File: src/arcade_pkg.sv
package arcade_pkg;

	// widest word address any region may use
	localparam int MAX_AW = 15;

	typedef logic [7:0]  byte_t;
	typedef logic [15:0] word_t;
	typedef logic [23:0] dl_addr_t;
	typedef logic [7:0]  key_code_t;
	typedef logic [7:0]  joy_t;
	typedef logic [10:0] inp_t;     // active low
	typedef logic [MAX_AW-1:0] widx_t;

	typedef enum logic [1:0] {
		dl_idle,
		dl_active,
		dl_done
	} dl_state_t;

	// one staged memory write, one byte lane at a time
	typedef struct packed {
		logic  valid;
		logic  region;      // 0 program, 1 graphics
		logic  lane_hi;
		byte_t data;
		widx_t widx;
	} wr_req_t;

	localparam logic REGION_PRG = 1'b0;
	localparam logic REGION_GFX = 1'b1;

	// joystick bit positions
	localparam int JOY_RIGHT = 0;
	localparam int JOY_LEFT  = 1;
	localparam int JOY_DOWN  = 2;
	localparam int JOY_FIRE  = 4;

	// ps/2 set 2 scan codes
	localparam key_code_t KEY_DOWN  = 8'h72;
	localparam key_code_t KEY_LEFT  = 8'h6b;
	localparam key_code_t KEY_RIGHT = 8'h74;
	localparam key_code_t KEY_COIN  = 8'h76;   // esc
	localparam key_code_t KEY_FIRE  = 8'h29;   // space

endpackage

File: src/key_mapper.sv
module key_mapper import arcade_pkg::*; (
	input  logic      clk_sd,
	input  logic      rst_n,
	input  logic      key_strobe,
	input  logic      key_pressed,
	input  key_code_t key_code,
	input  joy_t      joy0,
	input  joy_t      joy1,
	input  logic      service,
	output inp_t      inp
);

	logic btn_down;
	logic btn_left;
	logic btn_right;
	logic btn_fire;
	logic btn_coin;

	logic p1_left, p1_right, p1_down, p1_fire;
	logic p2_left, p2_right, p2_down, p2_fire;

	always_ff @(posedge clk_sd or negedge rst_n) begin
		if (!rst_n) begin
			btn_down  <= 1'b0;
			btn_left  <= 1'b0;
			btn_right <= 1'b0;
			btn_fire  <= 1'b0;
			btn_coin  <= 1'b0;
		end else if (key_strobe) begin
			case (key_code)
				KEY_DOWN:  btn_down  <= key_pressed;
				KEY_LEFT:  btn_left  <= key_pressed;
				KEY_RIGHT: btn_right <= key_pressed;
				KEY_FIRE:  btn_fire  <= key_pressed;
				KEY_COIN:  btn_coin  <= key_pressed;
				default: ;   // unmapped key
			endcase
		end
	end

	// player 1 shares keyboard and joystick
	assign p1_left  = btn_left  | joy0[JOY_LEFT];
	assign p1_right = btn_right | joy0[JOY_RIGHT];
	assign p1_down  = btn_down  | joy0[JOY_DOWN];
	assign p1_fire  = btn_fire  | joy0[JOY_FIRE];

	assign p2_left  = joy1[JOY_LEFT];
	assign p2_right = joy1[JOY_RIGHT];
	assign p2_down  = joy1[JOY_DOWN];
	assign p2_fire  = joy1[JOY_FIRE];

	// bit 9 reads as one after the inversion
	assign inp = ~{service, 1'b0, btn_coin,
		p2_left, p2_right, p2_down, p2_fire,
		p1_left, p1_right, p1_down, p1_fire};

	a_key_known: assert property (@(posedge clk_sd) disable iff (!rst_n)
		key_strobe |-> !$isunknown(key_code))
		else $error("key_strobe with unknown key_code");

endmodule

File: config.mk
export PLATFORM = sky130hd
export DESIGN_NAME = key_mapper
export DESIGN_NICKNAME = d
export VERILOG_FILES = /design/src/arcade_pkg.sv /design/src/key_mapper.sv
export SDC_FILE = /design/constraint.sdc
export NUM_CORES = 1
export LEC_CHECK = 0
export BUFFER_PORTS_ARGS = -buffer_cell sky130_fd_sc_hd__buf_2
export CAP_MARGIN = 20
export CORE_AREA = 2 2 39 41
export DETAILED_ROUTE_END_ITERATION = 8
export DIE_AREA = 0 0 41 43
export PLACE_DENSITY = 0.67
export SYNTH_ARGS = -nofsm -noshare
export SYNTH_HDL_FRONTEND = slang
export SYNTH_SLANG_ARGS = --single-unit
File: constraint.sdc
create_clock -name clk_sd -period 0.9 [get_ports clk_sd]
set_input_delay 0.09 -clock clk_sd [delete_from_list [all_inputs] [get_ports clk_sd]]
set_output_delay 0.09 -clock clk_sd [all_outputs]
set_load 0.03 [all_outputs]
==> impl_metrics.json <==
{
  "postRouteWirelength_um": 765,
  "ir_worst_vdd_v": 0.0005486,
  "die_w_um": 41,
  "post-synth-top-count-cell": "inv_1",
  "grt-ovfl-total": 0,
  "place_ws_ns": -0.1852,
  "synth.avg_cell_area_sq_um": 9.820,
  "synthTopCellsByArea": "dfrtp_1 39%, mux2_1 14%, inv_1 6.9%, nor2_1 4.6%, and4bb_1 3.9%",
  "die_y_um": 43,
  "path_class": "flop to output port",
  "ys_top_cells_by_count": "6 x inv_1, 5 x dfrtp_1, 4 x mux2_1, 4 x nor2_1",
  "design_area_sq_um": 568.0,
  "path_cells": "nor2_1 > buf_4",
  "cpMaxStageDelayCell": "dfrtp_1",
  "endpoint_kind": "output port",
  "synth_xor_area_frac": 0,
  "pwr-share-comb": 0.279,
  "grt.total_usage": 0.09109,
  "post-synth-top-area-fraction": 0.3861,
  "syn_inst": 33,
  "ys.warnings.count": 0,
  "finClkSkew_ns": 0,
  "drive_above_1_share": 0.5857,
  "place_congestion": 0.6267,
  "hold_violations": 0,
  "hp-class": "input pin to flop",
  "synth_top_family_by_area": "simple AND/OR/NAND/NOR gates",
  "wl_met1_um": 284,
  "cts.clk_slew.worst_paths_ns": 0.04,
  "cts-htree-levels": 1,
  "synth_async_sr_flop_share": 1.000,
  "grt_pass1_vias": 312,
  "critPathLaunchType": "flop",
  "start_util": 0.2342,
  "switching_share": 0.2750,
  "ys_types": 16,
  "cp.arrival_ns": 0.86,
  "top_layer": "met3",
  "placementRows": 14,
  "critPathMaxStageDelay_ns": 0.37,
  "post-route-period-util": 1.051,
  "tns_ns": -0.1746,
  "synth_compound_area_frac": 0,
  "p_leak_nw": 0.3231,
  "dieArea_sq_um": 1763,
  "yosys.area_share.simple": 0.3359,
  "numCtsBuffers": 3,
  "seq_area_frac_synth": 0.3861,
  "yosysTopAreaCell": "dfrtp_1",
  "wl_per_cell_um": 8.895,
  "tritoncts": "done",
  "holdWs_ns": 0.1268,
  "detailedRoute.firstPassIterationCount": 1,
  "ant_nets": 0,
  "cp.required_ns": 0.81,
  "period_needed_ns": 0.9463,
  "power_density_nw_per_um2": 1189,
  "synthFlopType": "dfrtp_1",
  "diodes": 0,
  "synth_edf_count": 0,
  "met3RoutedLength_um": 123,
  "ios": 40,
  "cp_max_fo": 2,
  "postLayoutCoreUtil": 0.4105,
  "vias_per_cell": 4.070,
  "grt_pass1_wl_mm": 1.035,
  "insertion_delay_ns": 0.23,
  "synth_mux_area_frac": 0.1737,
  "p_sw_mw": 0.1858,
  "grt_max_degree": 6,
  "cts_max_path_buffers": 2,
  "finalMaxSlewViolations": 0,
  "drc_errors": 0,
  "setup_ws_ns": -0.04631,
  "core_area_sq_um": 1384,
  "antenna_found_initial": 0,
  "synthAdderAreaFrac": 0,
  "failed_checks": "negative setup slack",
  "root_buffer": "clkbuf_4",
  "finalNonFillerCells": 86,
  "placedCellCount": 81,
  "drt_iter0_drc": 0,
  "port_buffers": 30,
  "total_power_mw": 0.6755,
  "cap_violations": 0,
  "hpwl_um": 673.9,
  "via_count": 350,
  "pwr-share-clk": 0.363,
  "syn2layout_area_growth_pct": 75.29,
  "setup_viol": 4,
  "synth_area_sq_um": 324.1,
  "status": "complete, but fails checks",
  "ys_ff_latch": 5,
  "fmax_mhz": 1057,
  "postPlaceCellArea_sq_um": 509.2,
  "rsz0062_at_grt": "yes",
  "nets": 100,
  "wl_met2_um": 357,
  "syn-num-nets": 62,
  "p_int_mw": 0.4897,
  "p_seq_frac": 0.358,
  "clock_sinks": 5
}
==> kinds of logic (layout without fill, tap and decap cells) <==
group                  Yosys count  count (layout)
buffers and inverters            7              44
flip-flops                       5               5
multiplexers                     5               5
other                            1               1
AND/OR/NAND/NOR                 15              15
==> final cells by class <==
class,count,area [sq um]
multi-input combinational,21,175.2
timing repair buffer,34,198.9
clock buffer,4,26.28
fill,148,815.8
tap,16,20.02
sequential,5,125.1
inverter,6,22.52
==> critical path, delay by kind of cell, from the launching register on <==
kind                   cells  cell delay, ns
buffers and inverters      1            0.16
AND/OR/NAND/NOR            1            0.09
flip-flops                 1            0.37
==> power groups by stage <==
stage	registers (mW)	logic (mW)	clock network, mW
3_5_place_dp	0.245	0.176	0
6_report	0.242	0.188	0.245
2_1_floorplan	0.243	0.0974	0
4_1_cts	0.242	0.187	0.259
5_1_grt	0.243	0.207	0.276
3_3_place_gp	0.245	0.172	0
==> layout by cell type, fill, tap and decap left out <==
cell type / count
nor4b_2: 1
clkbuf_1: 1
and3b_2: 1
buf_4: 7
conb_1: 1
dlygate4sd3_1: 1
nand3_1: 2
inv_1: 6
nand4_1: 2
and4bb_1: 1
and4bb_2: 1
clkbuf_4: 3
mux2_2: 1
nand4b_1: 1
dfrtp_1: 5
mux2_1: 4
nor2_1: 4
and4b_2: 1
nor3b_1: 1
buf_2: 25
buf_6: 1
==> registers in the layout, summed over array words and instances, names as in the netlist <==
register,cells
btn_down,1
btn_left,1
btn_coin,1
btn_fire,1
btn_right,1
==> path summary, 6_finish.rpt <==
path	to	cells past startpoint	from	slack (ns)
hold / removal	btn_fire	2	key_pressed	0.13
setup reg to reg	btn_down	1	btn_down	0.11
hold reg to reg	btn_coin	1	btn_coin	0.49
min in group asynchronous	btn_fire	2	rst_n	0.19
setup / recovery	inp[2]	2	btn_right	-0.05
max in group asynchronous	btn_coin	2	rst_n	0.59
==> layer usage <==
layer  vias up  GRT usage
li1        187          -
met1       139    0.08911
met2        24     0.1500
met3         0    0.01571
met4         0    0.08000
met5         -          0
==> timing repair <==
item / in CTS / in global routing
setup endpoints to repair: 5 / 6
hold buffers: 1 / 0
cloned: 0 / 0
buffers inserted: 0 / 0
gates resized for setup: 5 / 2
hold endpoints to repair: 5 / 0
pin swaps: 1 / 0
Note: power is estimated with default switching activity, not from simulation.
