<file path="src/arcade_pkg.sv">
package arcade_pkg;

	// widest word address any region may use
	localparam int MAX_AW = 15;

	typedef logic [7:0]  byte_t;
	typedef logic [15:0] word_t;
	typedef logic [23:0] dl_addr_t;
	typedef logic [7:0]  key_code_t;
	typedef logic [7:0]  joy_t;
	typedef logic [10:0] inp_t;     // active low
	typedef logic [MAX_AW-1:0] widx_t;

	typedef enum logic [1:0] {
		dl_idle,
		dl_active,
		dl_done
	} dl_state_t;

	// one staged memory write, one byte lane at a time
	typedef struct packed {
		logic  valid;
		logic  region;      // 0 program, 1 graphics
		logic  lane_hi;
		byte_t data;
		widx_t widx;
	} wr_req_t;

	localparam logic REGION_PRG = 1'b0;
	localparam logic REGION_GFX = 1'b1;

	// joystick bit positions
	localparam int JOY_RIGHT = 0;
	localparam int JOY_LEFT  = 1;
	localparam int JOY_DOWN  = 2;
	localparam int JOY_FIRE  = 4;

	// ps/2 set 2 scan codes
	localparam key_code_t KEY_DOWN  = 8'h72;
	localparam key_code_t KEY_LEFT  = 8'h6b;
	localparam key_code_t KEY_RIGHT = 8'h74;
	localparam key_code_t KEY_COIN  = 8'h76;   // esc
	localparam key_code_t KEY_FIRE  = 8'h29;   // space

endpackage

</file>
<file path="src/rom_load_ctrl.sv">
module rom_load_ctrl import arcade_pkg::*; #(
	parameter int ROM_AW = 12
) (
	input  logic     clk_sd,
	input  logic     rst_n,
	input  logic     dl_active,
	input  logic     dl_wr,
	input  dl_addr_t dl_addr,
	input  byte_t    dl_data,
	input  logic     status_reset,
	input  logic     button_reset,
	output wr_req_t  wr_req,
	output logic     loading,
	output logic     rom_loaded,
	output logic     core_reset
);

	dl_state_t state;
	dl_state_t state_nxt;

	logic  st_valid;
	logic  st_region;
	logic  st_lane_hi;
	byte_t st_data;
	widx_t st_widx;

	// the dl_active port hides the enum name, so the state value is scoped
	always_comb begin
		state_nxt = state;
		case (state)
			dl_idle: begin
				if (dl_active)
					state_nxt = arcade_pkg::dl_active;
			end
			arcade_pkg::dl_active: begin
				if (!dl_active)
					state_nxt = dl_done;
			end
			dl_done: begin
				if (dl_active)
					state_nxt = arcade_pkg::dl_active;   // new download
			end
			default: state_nxt = dl_idle;
		endcase
	end

	always_ff @(posedge clk_sd or negedge rst_n) begin
		if (!rst_n) begin
			state    <= dl_idle;
			st_valid <= 1'b0;
		end else begin
			state    <= state_nxt;
			st_valid <= dl_wr & dl_active;
		end
	end

	// staging register, decoded here and written one cycle later
	always_ff @(posedge clk_sd) begin
		if (dl_wr) begin
			st_region  <= dl_addr[ROM_AW+1];
			st_lane_hi <= dl_addr[0];
			st_data    <= dl_data;
			st_widx    <= widx_t'(dl_addr[ROM_AW:1]);
		end
	end

	assign wr_req = '{
		valid:   st_valid,
		region:  st_region,
		lane_hi: st_lane_hi,
		data:    st_data,
		widx:    st_widx
	};

	assign loading    = (state == arcade_pkg::dl_active);
	assign rom_loaded = (state == dl_done);

	always_ff @(posedge clk_sd or negedge rst_n) begin
		if (!rst_n)
			core_reset <= 1'b1;
		else
			core_reset <= status_reset | button_reset | ~rom_loaded;
	end

	// core stays held while the rom is not complete
	a_hold_core: assert property (@(posedge clk_sd) disable iff (!rst_n)
		!rom_loaded |=> core_reset)
		else $error("core_reset low after rom_loaded was low");

endmodule

</file>
<file path="config.mk">
export PLATFORM = sky130hd
export DESIGN_NAME = rom_load_ctrl
export DESIGN_NICKNAME = d
export VERILOG_FILES = /design/src/arcade_pkg.sv /design/src/rom_load_ctrl.sv
export SDC_FILE = /design/constraint.sdc
export NUM_CORES = 1
export LEC_CHECK = 0
export BUFFER_PORTS_ARGS = -buffer_cell sky130_fd_sc_hd__buf_2
export CORE_MARGIN = 1
export CORE_UTILIZATION = 40
export CTS_BUF_LIST = sky130_fd_sc_hd__clkbuf_4 sky130_fd_sc_hd__clkbuf_8 sky130_fd_sc_hd__clkbuf_16
export DETAILED_ROUTE_END_ITERATION = 8
export HOLD_SLACK_MARGIN = 0.02
export PLACE_DENSITY = 0.89
export SYNTH_ARGS = -nofsm -noshare
export SYNTH_HDL_FRONTEND = slang
export SYNTH_SLANG_ARGS = --single-unit
</file>
<file path="constraint.sdc">
create_clock -name clk_sd -period 1.2 [get_ports clk_sd]
set_input_delay 0.18 -clock clk_sd [delete_from_list [all_inputs] [get_ports clk_sd]]
set_output_delay 0.18 -clock clk_sd [all_outputs]
set_load 0.01 [all_outputs]
</file>
==> flow_summary.ini, run 1 <==
[logic_synthesis]
synth_area_leader_cell = edfxtp_1
ys_ff_latch = 26
avgSynthCellArea_um2 = 21.5
syn-cell-area_um2 = 860
synthTopCellsByArea = edfxtp_1 (77%), dfrtp_1 (8.7%), buf_4 (5.2%)
yosysSeqAreaShare = 0.886
netlist_instances = 40
ys_warn_count = 0
synth_cell_types = 11
yosysTopAreaCellShare = 0.769

[drt]
drt-initial-drc-count = 13
vias = 519
wl_um = 1450
drtAntennaViolNets = 0
first_pass_iters = 4
viasPerCell = 4.22
drc = 0
wl_per_cell_um = 11.8

[critical_path]
critPathArrivalTime_ps = 1000
worstSetupEndpointType = primary output
critical_path_class = register to primary output
cp.required_ps = 1020
path_max_fanout = 3
worst_setup_path_start_kind = register
rr_worst_depth = 4

[global_route]
grt_pass1_wl_um = 2420
antenna_found_initial = 0
gr-usage-all-layers = 0.141
grt_max_degree = 24
grt_overflow = 0
grt_pass1_vias = 555

[sta]
fin_crit_ps = 1180
fin_skew_ps = 0.0862
drv_slew = 0
clock.fmax_mhz = 844
finalSetupViolCount = 0
finalCritPeriodShare = 0.987
fin_tns_setup_ps = 0
rsz0062_at_grt = true
hold_viol = 0

[layout]
n_antenna_cell = 0
num-fill-cells = 166
mostFrequentLayoutCells = buf_2 (51), edfxtp_1 (22), clkbuf_4 (4)
area_growth_pct = 39.4
final_nets = 135
layout-drive-gt1-share = 0.646
final_core_util = 0.605
final_common_cell = buf_2

[floorplan]
start_util = 0.434
rows = 16
die_w_um = 48.4
ios = 67
die_y_um = 48.4
core-area_um2 = 1980
die_area_um2 = 2340

[clocking]
cts_max_level = 1
cts_root_buffer = clkbuf_4
path_clk_slew_ps = 130
cts_buffers = 3
tritoncts = done
clk_path_buf_depth = 2
clock_latency_ps = 290
cts.sinks = 26

[power]
p_leak_nw = 0.548
powerDensity_nw_per_um2 = 1370
peakVddDrop_v = 0.000726

[run]
maxCapViolations = 0

[worst_hold_path]
hold_depth = 1
hold_path_class = primary input to register

[placed_design]
place_congestion = 0.616
io_buffers = 53

[outcome]
outcome = completed
## logic make-up (layout without fill, tap and decap cells)
kind of cell | after synthesis | after routing | synth area share
buf+inv | 6 | 60 | 0.0524
compound gates | 2 | 2 | 0.0204
other cells | 1 | 3 | 0.00436
flops | 26 | 26 | 0.886
simple gates | 5 | 5 | 0.0364
## critical path, stage by stage (launching register included)
cell	delay, ps
dfrtp_1	420
nor2b_4	180
buf_6	110
## where the power goes
part | leakage [nW] | switching, mW | internal [mW]
registers | 0.264 | 0.0197 | 1.05
logic | 0.266 | 0.0971 | 0.0982
clock network | 0.0184 | 0.219 | 0.152
## repair_timing
action	CTS	global route
pin swaps	0	0
endpoints found under the hold margin	4	0
endpoints found under the setup margin	2	2
cloned	0	0
buffers inserted	1	1
resized for setup	4	0
hold buffers	1	0
## flip-flops by register name, indices dropped and copies added, names as in the netlist
name        cells
st_region       1
core_reset      1
st_lane_hi      1
state           2
st_valid        1
st_data         8
st_widx        12
## layer usage
layer / global-route usage / part of all wire / vias up
met3: 0.0189 / 0.052 / 4
met5: 0 / 0 / -
li1: - / - / 247
met1: 0.118 / 0.32 / 242
met2: 0.300 / 0.60 / 26
met4: 0.0784 / 0.028 / 0
## metrics by stage
stage | hold slack [ps] | cell area, um2 | std cells | power, mW | setup slack, ps
2_1_floorplan | -116 | 867 | 42 | 1.17 | 368
3_3_place_gp | -15.8 | 1120 | 116 | 1.26 | 278
3_5_place_dp | -10.3 | 1120 | 116 | 1.27 | 243
4_1_cts | 28.7 | 1190 | 122 | 1.66 | -7.27
5_1_grt | 21.1 | 1200 | 123 | 1.72 | -69.7
6_report | 40.4 | 1200 | 123 | 1.64 | 15.6
## cell usage after synthesis (all sizes together)
| master | n |
|---|---|
| buf | 6 |
| nor2 | 1 |
| conb | 1 |
| o21ba | 1 |
| and2 | 1 |
| dfstp | 1 |
| nor2b | 2 |
| a21boi | 1 |
| nand2 | 1 |
| dfrtp | 3 |
| edfxtp | 22 |
## layout make-up
class,instances,area [um2],area share
clock buffer,4,30.0,0.0251
timing repair buffer,56,303,0.253
tap,27,33.8,0.0282
multi-input combinational,10,70.1,0.0585
sequential,26,762,0.636
## path summary, 6_finish.rpt
check                                startpoint                   end  slack, ps
max                        state[1]$_DFFE_PN0P_            rom_loaded         20
min                                  dl_addr[8]  st_widx[7]$_DFFE_PP_         40
max reg2reg                state[1]$_DFFE_PN0P_  state[1]$_DFFE_PN0P_        110
min reg2reg                state[0]$_DFFE_PN0P_  state[0]$_DFFE_PN0P_        550
max in group asynchronous                 rst_n  core_reset$_DFF_PN1_        800
min in group asynchronous                 rst_n  state[1]$_DFFE_PN0P_        200
Note: power is estimated with default switching activity, not from simulation.
==> run 2: changes to the inputs <==
--- a/config.mk
+++ b/config.mk
@@ -12,6 +12,7 @@
 export DETAILED_ROUTE_END_ITERATION = 8
 export HOLD_SLACK_MARGIN = 0.02
 export PLACE_DENSITY = 0.89
+export REMOVE_ABC_BUFFERS = 1
 export SYNTH_ARGS = -nofsm -noshare
 export SYNTH_HDL_FRONTEND = slang
 export SYNTH_SLANG_ARGS = --single-unit
==> flow_summary.ini, run 2 (same netlist as run 1, synthesis figures left out) <==
[outcome]
outcome = complete, but fails checks
violations = negative setup slack

[critical_path]
worst_setup_path_start_kind = register
endpoint = rom_loaded
rrSetupSlack_ps = 80
cp.required_ps = 1020
r2r-end = state[1]$_DFFE_PN0P_
critical_path_class = register to primary output
worstSetupEndpointType = primary output
path_max_fanout = 3
r2r-start = state[1]$_DFFE_PN0P_
setup.worst_path.start = state[1]$_DFFE_PN0P_
critPathArrivalTime_ps = 1040
rr_worst_depth = 4

[power]
p_int_mw = 1.31
switching_share = 0.204
p_leak_nw = 0.562
seqPwrFrac = 0.651
peakVddDrop_v = 0.000902
power_switching_uw = 337
p_clk_frac = 0.223
pwr-share-comb = 0.126
powerDensity_nw_per_um2 = 1350
power.total_mw = 1.65

[floorplan]
rows = 16
die_w_um = 48.4
start_util = 0.434
die_y_um = 48.4
core-area_um2 = 1980
ios = 67
die_area_um2 = 2340

[clocking]
tritoncts = done
cts_buffers = 3
cts.sinks = 26
cts_root_buffer = clkbuf_4
cts_max_level = 1
clk_path_buf_depth = 2
path_clk_slew_ps = 120
clock_latency_ps = 290

[global_route]
use_met1 = 0.116
grt_busiest_layer = met2
grt_max_degree = 15
grt_pass1_wl_um = 2050
gr-usage-all-layers = 0.119
grt_pass1_vias = 479
antenna_found_initial = 0
grtUsageMet2 = 0.230
grt_overflow = 0
gr-usage-met3 = 0.0377

[drt]
wl_per_cell_um = 10.9
drtAntennaViolNets = 0
drt-initial-drc-count = 4
vias = 524
viasPerCell = 4.19
wl_um = 1360
first_pass_iters = 2
drc = 0

[layout]
num-fill-cells = 159
top_register = st_widx
area_growth_pct = 42.6
final_core_util = 0.619
layout-drive-gt1-share = 0.653
largestRegisters = st_widx x12, st_data x8, state x2
final_nets = 137
largest_register_ffs = 12
final_common_cell = buf_2
mostFrequentLayoutCells = buf_2 (51), edfxtp_1 (22), clkbuf_4 (4)
n_antenna_cell = 0
finalNonFillerCells = 125

[sta]
fin_ws_ps = -24.4
rsz0062_at_grt = true
fin_tns_setup_ps = -35.7
finalCritPeriodShare = 1.02
finalSetupViolCount = 2
drv_slew = 0
fin_crit_ps = 1220
clock.fmax_mhz = 817
fin_skew_ps = 0.0818
hold_viol = 0

[placed_design]
dp_cells = 117
io_buffers = 53
place_congestion = 0.633
dp_slack_ps = 302

[run]
maxCapViolations = 0

[worst_hold_path]
hold_path_class = primary input to register
hold_depth = 1
## run 2: cell types whose count changed in the layout (fill, tap and decap cells not counted)
cell	before	now
buf_12	0	1
buf_4	2	3
## run 2: area by class of cell
class	instances	area, um2	area share
multi-input combinational	10	70.1	0.0571
timing repair buffer	58	330	0.269
sequential	26	762	0.621
tap	27	33.8	0.0276
clock buffer	4	30.0	0.0245
## run 2: worst min-delay path by stage
stage                          start                    to  slack, ps
final                     dl_data[2]  st_data[2]$_DFFE_PP_         50
after global routing      dl_data[2]  st_data[2]$_DFFE_PP_         20
after floorplan                rst_n    st_valid$_DFF_PN0_       -120
after detailed placement       rst_n  state[1]$_DFFE_PN0P_        -10
after CTS                 dl_addr[7]  st_widx[6]$_DFFE_PP_         30
after global placement         rst_n  state[1]$_DFFE_PN0P_        -20
## run 2: what timing repair did
action                                  in CTS  in global routing
endpoints found under the hold margin        4                  0
endpoints found under the setup margin       2                  2
buffers inserted                             1                  2
hold buffers                                 1                  0
gates resized for setup                      4                  0
## run 2: worst max-delay path, stage by stage, from the launching register on
cell	delay [ps]
dfrtp_1	450
nor2b_4	190
buf_6	110
## run 2: power by group through the flow
stage | sequential, mW | clock, mW | combinational [mW]
2_1_floorplan | 1.13 | 0 | 0.0198
3_3_place_gp | 1.09 | 0 | 0.181
3_5_place_dp | 1.09 | 0 | 0.184
4_1_cts | 1.07 | 0.386 | 0.201
5_1_grt | 1.08 | 0.412 | 0.224
6_report | 1.07 | 0.369 | 0.208
## run 2: stage by stage
stage | area [um2] | hold WS [ps]
final | 1230 | 45.4
after global routing | 1230 | 22.6
after CTS | 1210 | 34.0
after detailed placement | 1140 | -11.1
after global placement | 1140 | -15.9
after floorplan | 822 | -116
## run 2: routing by layer
layer  wire (um)  vias to the layer above  part of all wire
met2         714                       37              0.52
met4           0                        0                 0
met5           0                        -                 0
li1            -                      253                 -
met1         514                      234              0.38
met3         132                        0             0.097
==> run 3: changes to the inputs <==
--- a/config.mk
+++ b/config.mk
@@ -6,12 +6,14 @@
 export NUM_CORES = 1
 export LEC_CHECK = 0
 export BUFFER_PORTS_ARGS = -buffer_cell sky130_fd_sc_hd__buf_2
+export CELL_PAD_IN_SITES_DETAIL_PLACEMENT = 1
+export CELL_PAD_IN_SITES_GLOBAL_PLACEMENT = 2
 export CORE_MARGIN = 1
-export CORE_UTILIZATION = 40
+export CORE_UTILIZATION = 25
 export CTS_BUF_LIST = sky130_fd_sc_hd__clkbuf_4 sky130_fd_sc_hd__clkbuf_8 sky130_fd_sc_hd__clkbuf_16
 export DETAILED_ROUTE_END_ITERATION = 8
 export HOLD_SLACK_MARGIN = 0.02
-export PLACE_DENSITY = 0.89
+export PLACE_DENSITY = 0.9
 export REMOVE_ABC_BUFFERS = 1
 export SYNTH_ARGS = -nofsm -noshare
 export SYNTH_HDL_FRONTEND = slang
==> flow_summary.ini, run 3 (same netlist as run 1, synthesis figures left out) <==
[outcome]
outcome = complete, but fails checks
violations = negative setup slack

[global_route]
antenna_found_initial = 0
grt_overflow = 0
grt_pass1_vias = 579
grt_pass1_wl_um = 2680
gr-usage-all-layers = 0.104
grt_max_degree = 24

[sta]
fin_crit_ps = 1230
hold_viol = 0
drv_slew = 0
fin_ws_ps = -27.4
fin_skew_ps = 0.160
finalSetupViolCount = 2
finalCritPeriodShare = 1.02
clock.fmax_mhz = 815
rsz0062_at_grt = true
hold_ws_ps = 36.6

[critical_path]
cp.required_ps = 1020
worst_setup_path_start_kind = register
critPathMaxStageDelay_ps = 440
path_max_fanout = 3
worstSetupEndpointType = primary output
worst-path-buf-inv = 1
r2r-start = state[1]$_DFFE_PN0P_
cp.depth = 2
rr_worst_depth = 3
critPathArrivalTime_ps = 1050
worstPathCellList = nor2b_4 -> buf_6
crit_slowest_cell = dfrtp_1
critical_path_class = register to primary output
path_delay_family = flip-flops
rrSetupSlack_ps = 210
r2r-end = state[1]$_DFFE_PN0P_

[clocking]
cts_root_buffer = clkbuf_4
cts_max_level = 1
clock_latency_ps = 300
cts_buffers = 3
cts.sinks = 26
path_clk_slew_ps = 130
tritoncts = done
clk_path_buf_depth = 2

[placed_design]
dp_hpwl_um = 1370
io_buffers = 53
place_congestion = 0.671

[drt]
viasPerCell = 3.78
vias = 579
drtAntennaViolNets = 0
wl_per_cell_um = 12.6
wl_um = 1920
first_pass_iters = 3
drc = 0
drt-initial-drc-count = 13

[layout]
mostFrequentLayoutCells = buf_2 (51), edfxtp_1 (22), dlygate4sd3_1 (14)
largest_register_ffs = 12
largestRegisters = st_widx x12, st_data x8, state x2
num-fill-cells = 354
final_common_cell = buf_2
area_growth_pct = 58.1
final_nets = 148
top_register = st_widx
layout-drive-gt1-share = 0.560
n_antenna_cell = 0

[floorplan]
core-area_um2 = 3150
start_util = 0.273
ios = 67
die_w_um = 60.6
rows = 20
die_y_um = 60.6
die_area_um2 = 3680

[power]
p_leak_nw = 0.603
peakVddDrop_v = 0.000371
powerDensity_nw_per_um2 = 1230
power.total_mw = 1.67

[worst_hold_path]
hold_depth = 1
holdCritStartpoint = dl_addr[2]
hold_path_class = primary input to register
min_delay_worst_endpoint = st_widx[1]$_DFFE_PP_

[run]
maxCapViolations = 0
-- run 3: cell count changes in the layout (fill, tap and decap cells not counted), sizes merged --
| cell | delta |
|---|---|
| dlygate4sd3 | +13 |
| buf | -2 |
| clkbuf | -1 |
| clkinv | +1 |
-- run 3: report_power, final --
group / leakage (nW) / internal [mW] / switching (mW)
clock network: 0.0154 / 0.121 / 0.235
registers: 0.264 / 1.05 / 0.0206
logic: 0.324 / 0.130 / 0.109
total: 0.603 / 1.31 / 0.364
-- run 3: routing by layer --
metal / wire length [um] / global-route usage / vias up / part of all wire
met5: 0 / 0 / - / 0
met4: 38 / 0.0584 / 0 / 0.020
met3: 90 / 0.00853 / 4 / 0.047
met2: 1200 / 0.214 / 29 / 0.62
met1: 597 / 0.0984 / 271 / 0.31
li1: - / - / 275 / -
-- run 3: layout make-up --
cell class	count	area, um2	area share
Sequential cell	26	762	0.561
Timing Repair Buffer	69	445	0.328
Multi-Input combinational cell	10	70.1	0.0516
Tap cell	44	55.1	0.0405
Clock buffer	3	22.5	0.0166
Clock inverter	1	3.75	0.00276
-- run 3: per-stage QoR --
step           TNS, ps  std cells   util  instance area, um2  setup slack [ps]
3_5_place_dp         0        134  0.369                1160               316
3_3_place_gp         0        134  0.369                1160               348
5_1_grt           -141        153  0.431                1360             -70.8
2_1_floorplan        0         36      -                 822               368
4_1_cts          -44.5        145  0.406                1280             -28.5
6_report         -36.1        153  0.431                1360             -27.4
-- run 3: what timing repair did --
action	CTS	global route
hold buffers	6	8
endpoints found under the setup margin	2	2
hold endpoints to repair	9	8
buffers inserted	1	0
gates cloned	0	0
resized for setup	4	0
-- run 3: worst max path at each step --
stage,startpoint,end
global route,state[0]$_DFFE_PN0P_,loading
CTS,state[1]$_DFFE_PN0P_,rom_loaded
detailed placement,state[1]$_DFFE_PN0P_,rom_loaded
global placement,state[1]$_DFFE_PN0P_,rom_loaded
finish,state[0]$_DFFE_PN0P_,loading
floorplan,state[0]$_DFFE_PN0P_,state[1]$_DFFE_PN0P_
